**config.mk**
```make
export PLATFORM = sky130hd
export DESIGN_NAME = mipsCore
export DESIGN_NICKNAME = d
export VERILOG_FILES = /design/src/mipsPkg.sv /design/src/mipsCore.sv /design/src/mipsResult.sv /design/src/mipsExecute.sv /design/src/mipsRegFile.sv /design/src/mipsDecode.sv
export SDC_FILE = /design/constraint.sdc
export NUM_CORES = 2
export LEC_CHECK = 0
export BUFFER_PORTS_ARGS = -buffer_cell sky130_fd_sc_hd__buf_2
export CAP_MARGIN = 20
export CORE_MARGIN = 2
export CORE_UTILIZATION = 45
export CTS_CLUSTER_SIZE = 16
export DETAILED_ROUTE_END_ITERATION = 8
export PLACE_DENSITY = 0.6
export SKIP_LAST_GASP = 1
export SLEW_MARGIN = 20
export SYNTH_ARGS = -nofsm -noshare
export SYNTH_HDL_FRONTEND = slang
export SYNTH_SLANG_ARGS = --single-unit
```
**constraint.sdc**
```tcl
create_clock -name clk -period 7.2 [get_ports clk]
set_input_delay 1.08 -clock clk [delete_from_list [all_inputs] [get_ports clk]]
set_output_delay 1.08 -clock clk [all_outputs]
set_load 0.1 [all_outputs]
```
**src/mipsPkg.sv**
```systemverilog
// shared encodings for the single-cycle MIPS core
// opcode and function-code constants
// ALU operation and write-back source enums
// link register index used by jal

package mipsPkg;

  // ==================================================
  // opcodes, instr[31:26]
  // ==================================================
  // R-type, function code selects the operation
  localparam logic [5:0] opR   = 6'b000000;
  // memory access, base plus offset
  localparam logic [5:0] opLw  = 6'b100011;
  localparam logic [5:0] opSw  = 6'b101011;
  // branch and jumps
  localparam logic [5:0] opBeq = 6'b000100;
  localparam logic [5:0] opJ   = 6'b000010;
  localparam logic [5:0] opJal = 6'b000011;

  // ==================================================
  // function codes, instr[5:0] of R-type
  // ==================================================
  localparam logic [5:0] fnAdd = 6'b100000;
  localparam logic [5:0] fnSub = 6'b100010;
  localparam logic [5:0] fnAnd = 6'b100100;
  localparam logic [5:0] fnOr  = 6'b100101;
  // signed compare
  localparam logic [5:0] fnSlt = 6'b101010;

  // ==================================================
  // control-word fields
  // ==================================================
  // ALU operation, one code per supported op
  typedef enum logic [2:0] {
    aluAdd = 3'd0,
    aluSub = 3'd1,
    aluAnd = 3'd2,
    aluOr  = 3'd3,
    aluSlt = 3'd4
  } aluOpT;

  // where the register write data comes from
  typedef enum logic [1:0] {
    wbAlu  = 2'd0,
    wbMem  = 2'd1,
    // return address for jal
    wbLink = 2'd2
  } wbSrcT;

  // jal destination, $ra
  localparam logic [4:0] linkReg = 5'd31;

endpackage
```
**src/mipsCore.sv**
```systemverilog
// top level of the single-cycle MIPS core
// decode, register file, execute and result wired together

`timescale 1ns/1ps

module mipsCore #(
  parameter int DataAddrWidth = 7
) (
  input  logic                     clk,
  input  logic                     rst,
  output logic [31:0]              instrAddr,
  input  logic [31:0]              instr,
  output logic                     wbCyc,
  output logic                     wbStb,
  output logic                     wbWe,
  output logic [DataAddrWidth-1:0] wbAdr,
  output logic [31:0]              wbDatW,
  input  logic [31:0]              wbDatR,
  input  logic                     wbAck,
  output logic                     regWriteEn,
  output logic [4:0]               regWriteAddr,
  output logic [31:0]              regWriteData
);
  import mipsPkg::*;

  // decode outputs
  logic [4:0]  rsIdx;
  logic [4:0]  rtIdx;
  logic [4:0]  rdIdx;
  logic [31:0] immExt;
  logic [25:0] jumpTarget;
  aluOpT       aluOp;
  logic        aluSrcImm;
  logic        isBranch;
  logic        isJump;
  logic        memRead;
  logic        memWrite;
  logic        regWrite;
  wbSrcT       wbSrc;
  // register file and execute outputs
  logic [31:0] readData1;
  logic [31:0] readData2;
  logic [31:0] aluResult;
  logic        takeBranch;

  mipsDecode i_mipsDecode (
    .instr(instr), .rsIdx(rsIdx), .rtIdx(rtIdx), .rdIdx(rdIdx),
    .immExt(immExt), .jumpTarget(jumpTarget), .aluOp(aluOp),
    .aluSrcImm(aluSrcImm), .isBranch(isBranch), .isJump(isJump),
    .memRead(memRead), .memWrite(memWrite), .regWrite(regWrite), .wbSrc(wbSrc)
  );

  // write port driven by the result stage
  mipsRegFile i_mipsRegFile (
    .clk(clk), .rst(rst), .rsIdx(rsIdx), .rtIdx(rtIdx),
    .readData1(readData1), .readData2(readData2),
    .writeEn(regWriteEn), .writeAddr(regWriteAddr), .writeData(regWriteData)
  );

  mipsExecute i_mipsExecute (
    .readData1(readData1), .readData2(readData2), .immExt(immExt),
    .aluSrcImm(aluSrcImm), .aluOp(aluOp), .isBranch(isBranch),
    .aluResult(aluResult), .takeBranch(takeBranch)
  );

  // rt value doubles as store data
  mipsResult #(.DataAddrWidth(DataAddrWidth)) i_mipsResult (
    .clk(clk), .rst(rst), .aluResult(aluResult), .storeData(readData2),
    .immExt(immExt), .jumpTarget(jumpTarget), .takeBranch(takeBranch),
    .isJump(isJump), .memRead(memRead), .memWrite(memWrite),
    .regWrite(regWrite), .destIdx(rdIdx), .wbSrc(wbSrc), .pc(instrAddr),
    .wbCyc(wbCyc), .wbStb(wbStb), .wbWe(wbWe), .wbAdr(wbAdr),
    .wbDatW(wbDatW), .wbDatR(wbDatR), .wbAck(wbAck),
    .regWriteEn(regWriteEn), .regWriteAddr(regWriteAddr),
    .regWriteData(regWriteData)
  );

endmodule

```
**src/mipsResult.sv**
```systemverilog
// result stage of the single-cycle MIPS core
// PC register and next-PC select
// Wishbone classic data master with stall on missing ack
// register write qualification and write-back mux

`timescale 1ns/1ps

module mipsResult #(
  parameter int DataAddrWidth = 7
) (
  input  logic                     clk,
  input  logic                     rst,
  input  logic [31:0]              aluResult,
  input  logic [31:0]              storeData,
  input  logic [31:0]              immExt,
  input  logic [25:0]              jumpTarget,
  input  logic                     takeBranch,
  input  logic                     isJump,
  input  logic                     memRead,
  input  logic                     memWrite,
  input  logic                     regWrite,
  input  logic [4:0]               destIdx,
  input  mipsPkg::wbSrcT           wbSrc,
  output logic [31:0]              pc,
  output logic                     wbCyc,
  output logic                     wbStb,
  output logic                     wbWe,
  output logic [DataAddrWidth-1:0] wbAdr,
  output logic [31:0]              wbDatW,
  input  logic [31:0]              wbDatR,
  input  logic                     wbAck,
  output logic                     regWriteEn,
  output logic [4:0]               regWriteAddr,
  output logic [31:0]              regWriteData
);
  import mipsPkg::*;

  logic        memAccess;
  logic        stall;
  logic [31:0] pcPlus4;
  logic [31:0] pcPlus8;
  logic [31:0] branchAddr;
  logic [31:0] jumpAddr;
  logic [31:0] pcNext;

  // ==================================================
  // Wishbone master
  // ==================================================
  assign memAccess = memRead | memWrite;
  // hold everything until the slave acks
  assign stall     = memAccess & ~wbAck;
  // cyc and stb rise together, low in reset
  assign wbCyc  = memAccess & rst;
  assign wbStb  = memAccess & rst;
  assign wbWe   = memWrite & rst;
  // word address from byte address
  assign wbAdr  = aluResult[DataAddrWidth+1:2];
  assign wbDatW = storeData;

  // ==================================================
  // next PC
  // ==================================================
  assign pcPlus4    = pc + 32'd4;
  assign pcPlus8    = pc + 32'd8;
  // offset counts words
  assign branchAddr = pcPlus4 + {immExt[29:0], 2'b00};
  assign jumpAddr   = {pcPlus4[31:28], jumpTarget, 2'b00};

  always_comb begin
    if (stall) begin
      pcNext = pc;
    end else if (isJump) begin
      pcNext = jumpAddr;
    end else if (takeBranch) begin
      pcNext = branchAddr;
    end else begin
      pcNext = pcPlus4;
    end
  end

  always_ff @(posedge clk or negedge rst) begin
    if (!rst) begin
      pc <= 32'd0;
    end else begin
      pc <= pcNext;
    end
  end

  // ==================================================
  // write-back
  // ==================================================
  // lw writes only on its ack cycle, never to $zero
  assign regWriteEn   = regWrite & ~stall & rst & (destIdx != 5'd0);
  assign regWriteAddr = destIdx;

  always_comb begin
    case (wbSrc)
      wbMem:   regWriteData = wbDatR;
      // jal return address
      wbLink:  regWriteData = pcPlus8;
      default: regWriteData = aluResult;
    endcase
  end

endmodule

```
**src/mipsExecute.sv**
```systemverilog
// execute stage of the single-cycle MIPS core
// second operand select, ALU, beq condition

`timescale 1ns/1ps

module mipsExecute (
  input  logic [31:0]    readData1,
  input  logic [31:0]    readData2,
  input  logic [31:0]    immExt,
  input  logic           aluSrcImm,
  input  mipsPkg::aluOpT aluOp,
  input  logic           isBranch,
  output logic [31:0]    aluResult,
  output logic           takeBranch
);
  import mipsPkg::*;

  logic [31:0] opA;
  logic [31:0] opB;
  logic        opEqual;

  // ==================================================
  // operands
  // ==================================================
  assign opA = readData1;
  // offset for lw/sw, rt otherwise
  assign opB = aluSrcImm ? immExt : readData2;

  // ==================================================
  // ALU
  // ==================================================
  always_comb begin
    case (aluOp)
      aluAdd: aluResult = opA + opB;
      aluSub: aluResult = opA - opB;
      aluAnd: aluResult = opA & opB;
      aluOr:  aluResult = opA | opB;
      // signed less-than, result is 0 or 1
      aluSlt: aluResult = ($signed(opA) < $signed(opB)) ? 32'd1 : 32'd0;
      default: aluResult = 32'd0;
    endcase
  end

  // ==================================================
  // branch condition
  // ==================================================
  // beq uses rt as second operand
  assign opEqual    = (opA == opB);
  assign takeBranch = isBranch & opEqual;

endmodule

```
**src/mipsRegFile.sv**
```systemverilog
// 32 x 32-bit register file
// two combinational read ports, one synchronous write port
// register 0 always reads as zero

`timescale 1ns/1ps

module mipsRegFile (
  input  logic        clk,
  input  logic        rst,
  input  logic [4:0]  rsIdx,
  input  logic [4:0]  rtIdx,
  output logic [31:0] readData1,
  output logic [31:0] readData2,
  input  logic        writeEn,
  input  logic [4:0]  writeAddr,
  input  logic [31:0] writeData
);

  logic [31:0] regs [32];

  // ==================================================
  // write port
  // ==================================================
  // whole array cleared while rst is low
  always_ff @(posedge clk or negedge rst) begin
    if (!rst) begin
      for (int i = 0; i < 32; i++) begin
        regs[i] <= '0;
      end
    end else if (writeEn) begin
      // dest 0 already filtered upstream
      regs[writeAddr] <= writeData;
    end
  end

  // ==================================================
  // read ports
  // ==================================================
  // $zero forced on read
  assign readData1 = (rsIdx == 5'd0) ? 32'd0 : regs[rsIdx];
  assign readData2 = (rtIdx == 5'd0) ? 32'd0 : regs[rtIdx];

endmodule

```
**src/mipsDecode.sv**
```systemverilog
// instruction decode for the single-cycle MIPS core
// field split, offset sign extension, destination select
// merged main and ALU control table

`timescale 1ns/1ps

module mipsDecode (
  input  logic [31:0]          instr,
  output logic [4:0]           rsIdx,
  output logic [4:0]           rtIdx,
  output logic [4:0]           rdIdx,
  output logic [31:0]          immExt,
  output logic [25:0]          jumpTarget,
  output mipsPkg::aluOpT       aluOp,
  output logic                 aluSrcImm,
  output logic                 isBranch,
  output logic                 isJump,
  output logic                 memRead,
  output logic                 memWrite,
  output logic                 regWrite,
  output mipsPkg::wbSrcT       wbSrc
);
  import mipsPkg::*;

  logic [5:0] opcode;
  logic [5:0] funct;

  // ==================================================
  // field split
  // ==================================================
  assign opcode     = instr[31:26];
  assign funct      = instr[5:0];
  assign rsIdx      = instr[25:21];
  assign rtIdx      = instr[20:16];
  assign jumpTarget = instr[25:0];
  // 16-bit offset, sign extended
  assign immExt     = {{16{instr[15]}}, instr[15:0]};

  // ==================================================
  // control table
  // ==================================================
  always_comb begin
    // defaults retire as a no-op
    aluOp     = aluAdd;
    aluSrcImm = 1'b0;
    isBranch  = 1'b0;
    isJump    = 1'b0;
    memRead   = 1'b0;
    memWrite  = 1'b0;
    regWrite  = 1'b0;
    wbSrc     = wbAlu;
    // rd unless overridden below
    rdIdx     = instr[15:11];
    case (opcode)
      opR: begin
        // only known function codes write
        case (funct)
          fnAdd: begin aluOp = aluAdd; regWrite = 1'b1; end
          fnSub: begin aluOp = aluSub; regWrite = 1'b1; end
          fnAnd: begin aluOp = aluAnd; regWrite = 1'b1; end
          fnOr:  begin aluOp = aluOr;  regWrite = 1'b1; end
          fnSlt: begin aluOp = aluSlt; regWrite = 1'b1; end
          default: regWrite = 1'b0;
        endcase
      end
      opLw: begin
        aluSrcImm = 1'b1;
        memRead   = 1'b1;
        regWrite  = 1'b1;
        wbSrc     = wbMem;
        rdIdx     = instr[20:16];
      end
      opSw: begin
        aluSrcImm = 1'b1;
        memWrite  = 1'b1;
      end
      opBeq: begin
        // compare by subtraction
        aluOp    = aluSub;
        isBranch = 1'b1;
      end
      opJ: isJump = 1'b1;
      opJal: begin
        isJump   = 1'b1;
        regWrite = 1'b1;
        wbSrc    = wbLink;
        rdIdx    = linkReg;
      end
      default: regWrite = 1'b0;
    endcase
  end

endmodule

```
Word-level counts from Yosys, hierarchy flattened --
Cells that the tools add are included.
Operators by class: reductions and logical operators 10, add/subtract/negate cells 5, bitwise operators 15, eq/ne operators 17, $lt $le $gt $ge 5, mux-type cells 28
Operator list (number):
- bitwise mux 1024 bit | 1
- binary-select mux 32 bit (select 5 bit) | 2
- two-way mux 32 bit | 10
- demux 32 bit (select 5 bit) | 1
- one-hot mux 32 bit (5 select lines) | 1
- adder 32 bit | 2
- one-hot mux 32 bit (2 select lines) | 1
- == test 6 bit (second input constant) | 7
- adder 32 x 3 -> 32 bit (second input constant) | 1
- adder 32 x 4 -> 32 bit (second input constant) | 1
- bitwise AND 32 bit | 1
- == test 32 bit | 1
- < comparator 32 bit | 1
- bitwise OR 32 bit | 1
- subtractor 32 bit | 1
- >= comparator 6 bit (second input constant) | 3
- inverter 5 -> 6 bit | 3
- == test 6 x 2 -> 1 bit (second input constant) | 2
- one-hot mux 3 bit (4 select lines) | 1
- logical NOT 5 bit | 2
- one-hot mux 5 bit (2 select lines) | 1
- bitwise AND 1 bit | 7
- two-way mux 1 bit | 7
- == test 3 x 2 -> 1 bit (second input constant) | 2
- 17 further kinds | 20
Storage, ports and cells: register bits 1056, output and inout bits 112

Logic depth before layout (Yosys ltp) --
word-level depth 11, depth in mapped cells 24, gate-level depth less buffers 19

Cells and area by module --
Synthesis repeated with hierarchy kept, for this count alone.
Second synthesis, totals: cell total of the unflattened synthesis 5286, area total of the unflattened synthesis 66660.2 um2
By module, submodules not included:
- mipsRegFile | instances 1, area an instance 55079.1 um2, cells each 3617
- mipsResult | instances 1, area an instance 5454.0 um2, cells each 765
- mipsExecute | instances 1, area an instance 5330.1 um2, cells each 799
- mipsDecode | instances 1, area an instance 797.0 um2, cells each 105

Least setup slack after synthesis --
No wires, ideal clock.
path type input to output, from input instr[16], to output regWriteData[7], data arrival time 7.701 ns, buffers on the path 4, slack -1.581 ns, stages on the path 19, path through clkbuf_1 > buf_2 > buf_1 > mux4_2 > mux4_2 > mux2i_1 > nor3_1 > a21oi_1 > ha_1 > nor2b_1 > o21ai_0 > a21oi_1 > o41ai_1 > and2_1 > a221oi_1 > o21ai_1 > a222oi_1 > clkbuf_1 > inv_1
Between the ends: word-level cells in the longest chain between the ends 9
Ends and longest elaborated chain:
- from (decl) | RTL line mipsCore.sv:12 | input logic [31:0] instr,
- inverter 5 -> 6 bit (implied by the code) | RTL line mipsRegFile.sv:41 | assign readData2 = (rtIdx == 5'd0) ? 32'd0 : regs[rtIdx];
- binary-select mux 32 bit (select 5 bit) | RTL line mipsRegFile.sv:41
- two-way mux 32 bit (implied by the code) (2 in series) | RTL line mipsRegFile.sv:41
- two-way mux 32 bit (*) | RTL line mipsRegFile.sv:41
- two-way mux 32 bit (*) | RTL line mipsExecute.sv:27 | assign opB = aluSrcImm ? immExt : readData2;
- subtractor 32 bit (tied with other cells) | RTL line mipsExecute.sv:35 | aluSub: aluResult = opA - opB;
- one-hot mux 32 bit (5 select lines) (*) | RTL line mipsExecute.sv:33 | case (aluOp)
- net wbAdr[5] | RTL line mipsCore.sv:16 | output logic [DataAddrWidth-1:0] wbAdr,
- one-hot mux 32 bit (2 select lines) (*) | RTL line mipsResult.sv:97 | case (wbSrc)
- to (decl) | RTL line mipsCore.sv:22 | output logic [31:0] regWriteData
The timed path passes the listed nets; every way through them passes the cells marked *. The select of a mux whose other input is x is not followed.

Worst setup path in the final report --
from input instr[21], to output regWriteData[27]
Between the ends: word-level cells in the longest chain between the ends 8
Ends and longest elaborated chain:
- inverter 5 -> 6 bit (implied by the code) | RTL line mipsRegFile.sv:40 | assign readData1 = (rsIdx == 5'd0) ? 32'd0 : regs[rsIdx];
- binary-select mux 32 bit (select 5 bit) | RTL line mipsRegFile.sv:40
- two-way mux 32 bit (implied by the code) (2 in series) | RTL line mipsRegFile.sv:40
- two-way mux 32 bit (*) | RTL line mipsRegFile.sv:40
- subtractor 32 bit (tied with other cells) | RTL line mipsExecute.sv:35
- one-hot mux 32 bit (5 select lines) (*) | RTL line mipsExecute.sv:33
- one-hot mux 32 bit (2 select lines) (*) | RTL line mipsResult.sv:97
Every way passes the cells marked *; elsewhere a longest branch is shown, timed or not. The select of a mux whose other input is x is not followed.

==> metrics.md <==
| Metric | Value |
|---|---|
| TritonCTS clock tree | yes |
| Levels on crit path | 21 |
| Layout fillers | 12090 |
| First-pass GRT wire length | ~350 mm |
| Worst slew pin tran | 1.197 ns |
| CP Buf/Inv Count | 7 |
| CTS Buf Count | 113 |
| Cells along the critical path | buf_12, buf_12, buf_4, mux4_2, mux4_2, nor2_1, nor3_1, ha_1, inv_2, nand2_1, o311a_1, o31a_1, buf_4, o41a_1, a31oi_2, buf_4, a21boi_0, a221o_2, nand3_2, nand2_2, buf_12 |
| WS Path Type | input port to output port |
| Gr ovfl total | 0 |
| Ys async rst share | 100.0% |
| Distinct cells, synth | between 100 and 150 |
| Leak | about 0.034 uW |
| FF-to-FF End | i_mipsRegFile.regs[151] |
| Min Tclk post-route | between 7 and 8 ns |
| Layout Nets | 6642 |
| RR Startpoint | i_mipsRegFile.regs[73] |
| Crit path max-delay family | compound AO/OA/AOI/OAI gates |
| Headroom to the max-slew limit | 19.89% |
| Critical Path Start | instr[21] |
| Synth-to-Final Area Change | 19.82% |
| CORE AREA | around 140000 sq um |
| Initial Utilization | between 40% and 50% |
| Die area | 144400 sq um |
| Worst path slowest cell | mux4_2 |
| H-Tree Depth | 3 |
| Dominant synthesized flop cell | dfrtp_1 |
| Worst r2r path cells | 18 |
| Final wirelength | 234.7 mm |
| Synth warn | 0 |
| Post-DP HPWL | 161.4 mm |
| Root Buffer | clkbuf_16 |
| Final hold vios | 0 |
| Initial DRT Pass Iterations | 6 |
| Post-Place Setup Slack | -0.4946 ns |
| VDD IR-drop max | around 0.23 mV |
| Seq/Total Area, Yosys | 41.45% |
| Tot GR Track Use | 32.08% |
| # Max-Cap Violations | 0 |
| Power per Cell Area | roughly 210 nW/um^2 |
| CP Max Fanout | 14 |
| Crit path launch type | input port |
| Clk_lat worst skew | 0.78 ns |
| Critical Path End Type | output port |
| Max Fclk | between 100 and 150 MHz |
| RSZ-0062 raised after global routing | true |
| Mean area per synthesized cell | 10.53 sq um |
| End of the critical path | regWriteData[27] |
| Synthesized area | 63640 sq um |
| Routed vias | roughly 53000 |
| Req. time, crit path | 6.12 ns |
| DRC Markers | 0 |
| Initial antenna violation count | 2 |
| Layout Skew | 0.06281 ns |
| Largest net degree at the start of global routing | approximately 170 |
| Multi-input logic area | 35410 sq um |
| FF/Latch Area | 26380 sq um |
| CP Data Arrival Time | between 6 and 7 ns |
| Sink Count | about 1100 |
| Routability cong. | between 1 and 1.5 |
| Vias in the first global route | 51460 |
| I/O pin cnt | between 150 and 200 |
| DR WL/cell | 27.91 um |
| Die width | 380.1 um |
| Layout cell share with drive strength beyond 1 | 31.41% |
| Input/output buffers | 176 |
| Via density | roughly 6.3 |
| Final period util | 99.38% |
| # setup viols final | 0 |
| Setup ws final | between 0.04 and 0.05 ns |
| Max Buffers Root-to-Sink | 3 |
| Remaining antenna violation count | 0 |
| Iter 0 DRT Violations | between 5000 and 6000 |
| Die Ht | 380.1 um |
| Hold_ws | 0.2202 ns |
| Post-synth EDFFs | 0 |
| CP max stage delay | 0.53 ns |
| Clock transition at path regs | 0.06 ns |
| FP Rows | between 100 and 150 |
| Outcome | finished clean |
| Mapped Cells | 6044 |
| FF+latch count, synth | 1054 |
| R2r setup slk | 1.57 ns |
| Final Max Slew Viols | 0 |
| Hold Path Class | input port to async pin |
-- placed cells by master (no fill, tap or decap), types with 17 or more instances in the layout --
cell / instances
a211oi_1: 19
a21o_1: 46
a21oi_1: 240
a221oi_1: 22
a31oi_1: 45
and2_1: 17
buf_12: 85
buf_2: 135
buf_4: 591
buf_6: 19
clkbuf_16: 119
clkbuf_8: 22
clkinv_2: 24
dfrtp_1: 1054
ha_1: 121
inv_1: 128
mux2_2: 189
mux2i_1: 115
mux4_2: 560
nand2_1: 1026
nand2_2: 34
nand2b_1: 18
nand3_1: 71
nor2_1: 282
nor2_2: 21
nor2b_1: 21
nor3_1: 70
nor3_2: 20
o211ai_1: 50
o21ai_0: 753
o21ai_2: 39
o21bai_1: 21
o221ai_1: 27
o22ai_1: 34
xnor2_1: 51
xor2_1: 32
-- state kept, by name, indices dropped and copies added, names as in the netlist --
name / cells
i_mipsRegFile.regs: 1024
i_mipsResult.pc: 30
-- worst min-delay path by stage --
stage	cells after the start	slack (ns)	endpoint	from
6_report	1	0.22	i_mipsResult.pc[29]	rst
5_1_grt	1	0.24	i_mipsResult.pc[28]	rst
4_1_cts	1	0.20	i_mipsResult.pc[24]	rst
3_5_place_dp	0	0.38	i_mipsRegFile.regs[1018]	i_mipsRegFile.regs[1018]
3_3_place_gp	0	0.38	i_mipsRegFile.regs[1018]	i_mipsRegFile.regs[1018]
2_1_floorplan	1	0.44	i_mipsRegFile.regs[1004]	i_mipsRegFile.regs[1004]
-- cell type report --
class | count | area share [%]
repair buffers | 851 | 9.844
clock inverters | 56 | 1.075
well taps | 1876 | 3.078
multi-input cells | 4272 | 46.43
flip-flops and latches | 1054 | 34.59
diodes | 3 | 0.009845
clock buffers | 151 | 4.212
inverters | 146 | 0.7581
-- report_power, final --
part	total [uW]	internal, uW	leakage (uW)	switching, uW
Sequential	6240	6050	0.0146	194
Clock	6330	3710	0.00197	2610
Combinational	3320	1120	0.0170	2200
-- timing repair --
item                                    4_1_cts  5_1_grt
endpoints found under the setup margin       21       22
resized for setup                            67      110
buffers inserted                             10       25
hold buffers                                  0        0
cloned                                        3        5
pin swaps                                    12       44
hold endpoints to repair                      0        0
-- metrics by stage --
step / power [uW] / instance area (sq um) / setup TNS [ns] / instances / util, %
2_1_floorplan: 8417 / 64040 / -0.07407 / 6045 / -
3_3_place_gp: 9500 / 70850 / -3.416 / 8156 / 50.65
3_5_place_dp: 9527 / 70880 / -4.092 / 8157 / 50.67
4_1_cts: 15850 / 75360 / -0.1476 / 8377 / 53.88
5_1_grt: 16400 / 76240 / -0.2605 / 8406 / 54.51
6_report: 15890 / 76250 / 0 / 8409 / 54.51
-- per-layer routing --
metal  vias to the layer above  wire [um]  global-route usage, %
li1                      22830          -                      -
met1                     26900      94750                  43.84
met2                      2583     107600                  49.89
met3                       540      21020                  6.080
met4                         0      11280                  14.48
met5                         -          0                      0
-- synth_stat cells (all sizes together), types with 31 or more instances --
cell    instances  share of area, %
a21o           46              0.54
a21oi         254               2.0
a221oi         31              0.46
a31oi          51              0.56
buf           138               1.1
clkbuf        435               2.6
dfrtp        1054                41
ha            134               2.6
inv           143              0.84
mux2          190               3.4
mux2i         126               2.0
mux4          560                20
nand2        1062               6.3
nand3          73              0.58
nor2          311               1.8
nor3           91              0.75
o211ai         51              0.61
o21ai         803               6.5
o22ai          36              0.35
xnor2          51              0.70
xor2           32              0.44
-- cells by family after synthesis --
family,count (synthesis),share of synthesized area [%]
xor+xnor,83,1.142
fa+ha+maj,137,2.729
mux,876,25.17
compound gates,1475,13.80
buf+inv,719,4.546
simple gates,1699,11.17
other cells,1,0.005893
flops,1054,41.45
(Power assumes the default switching activity.)
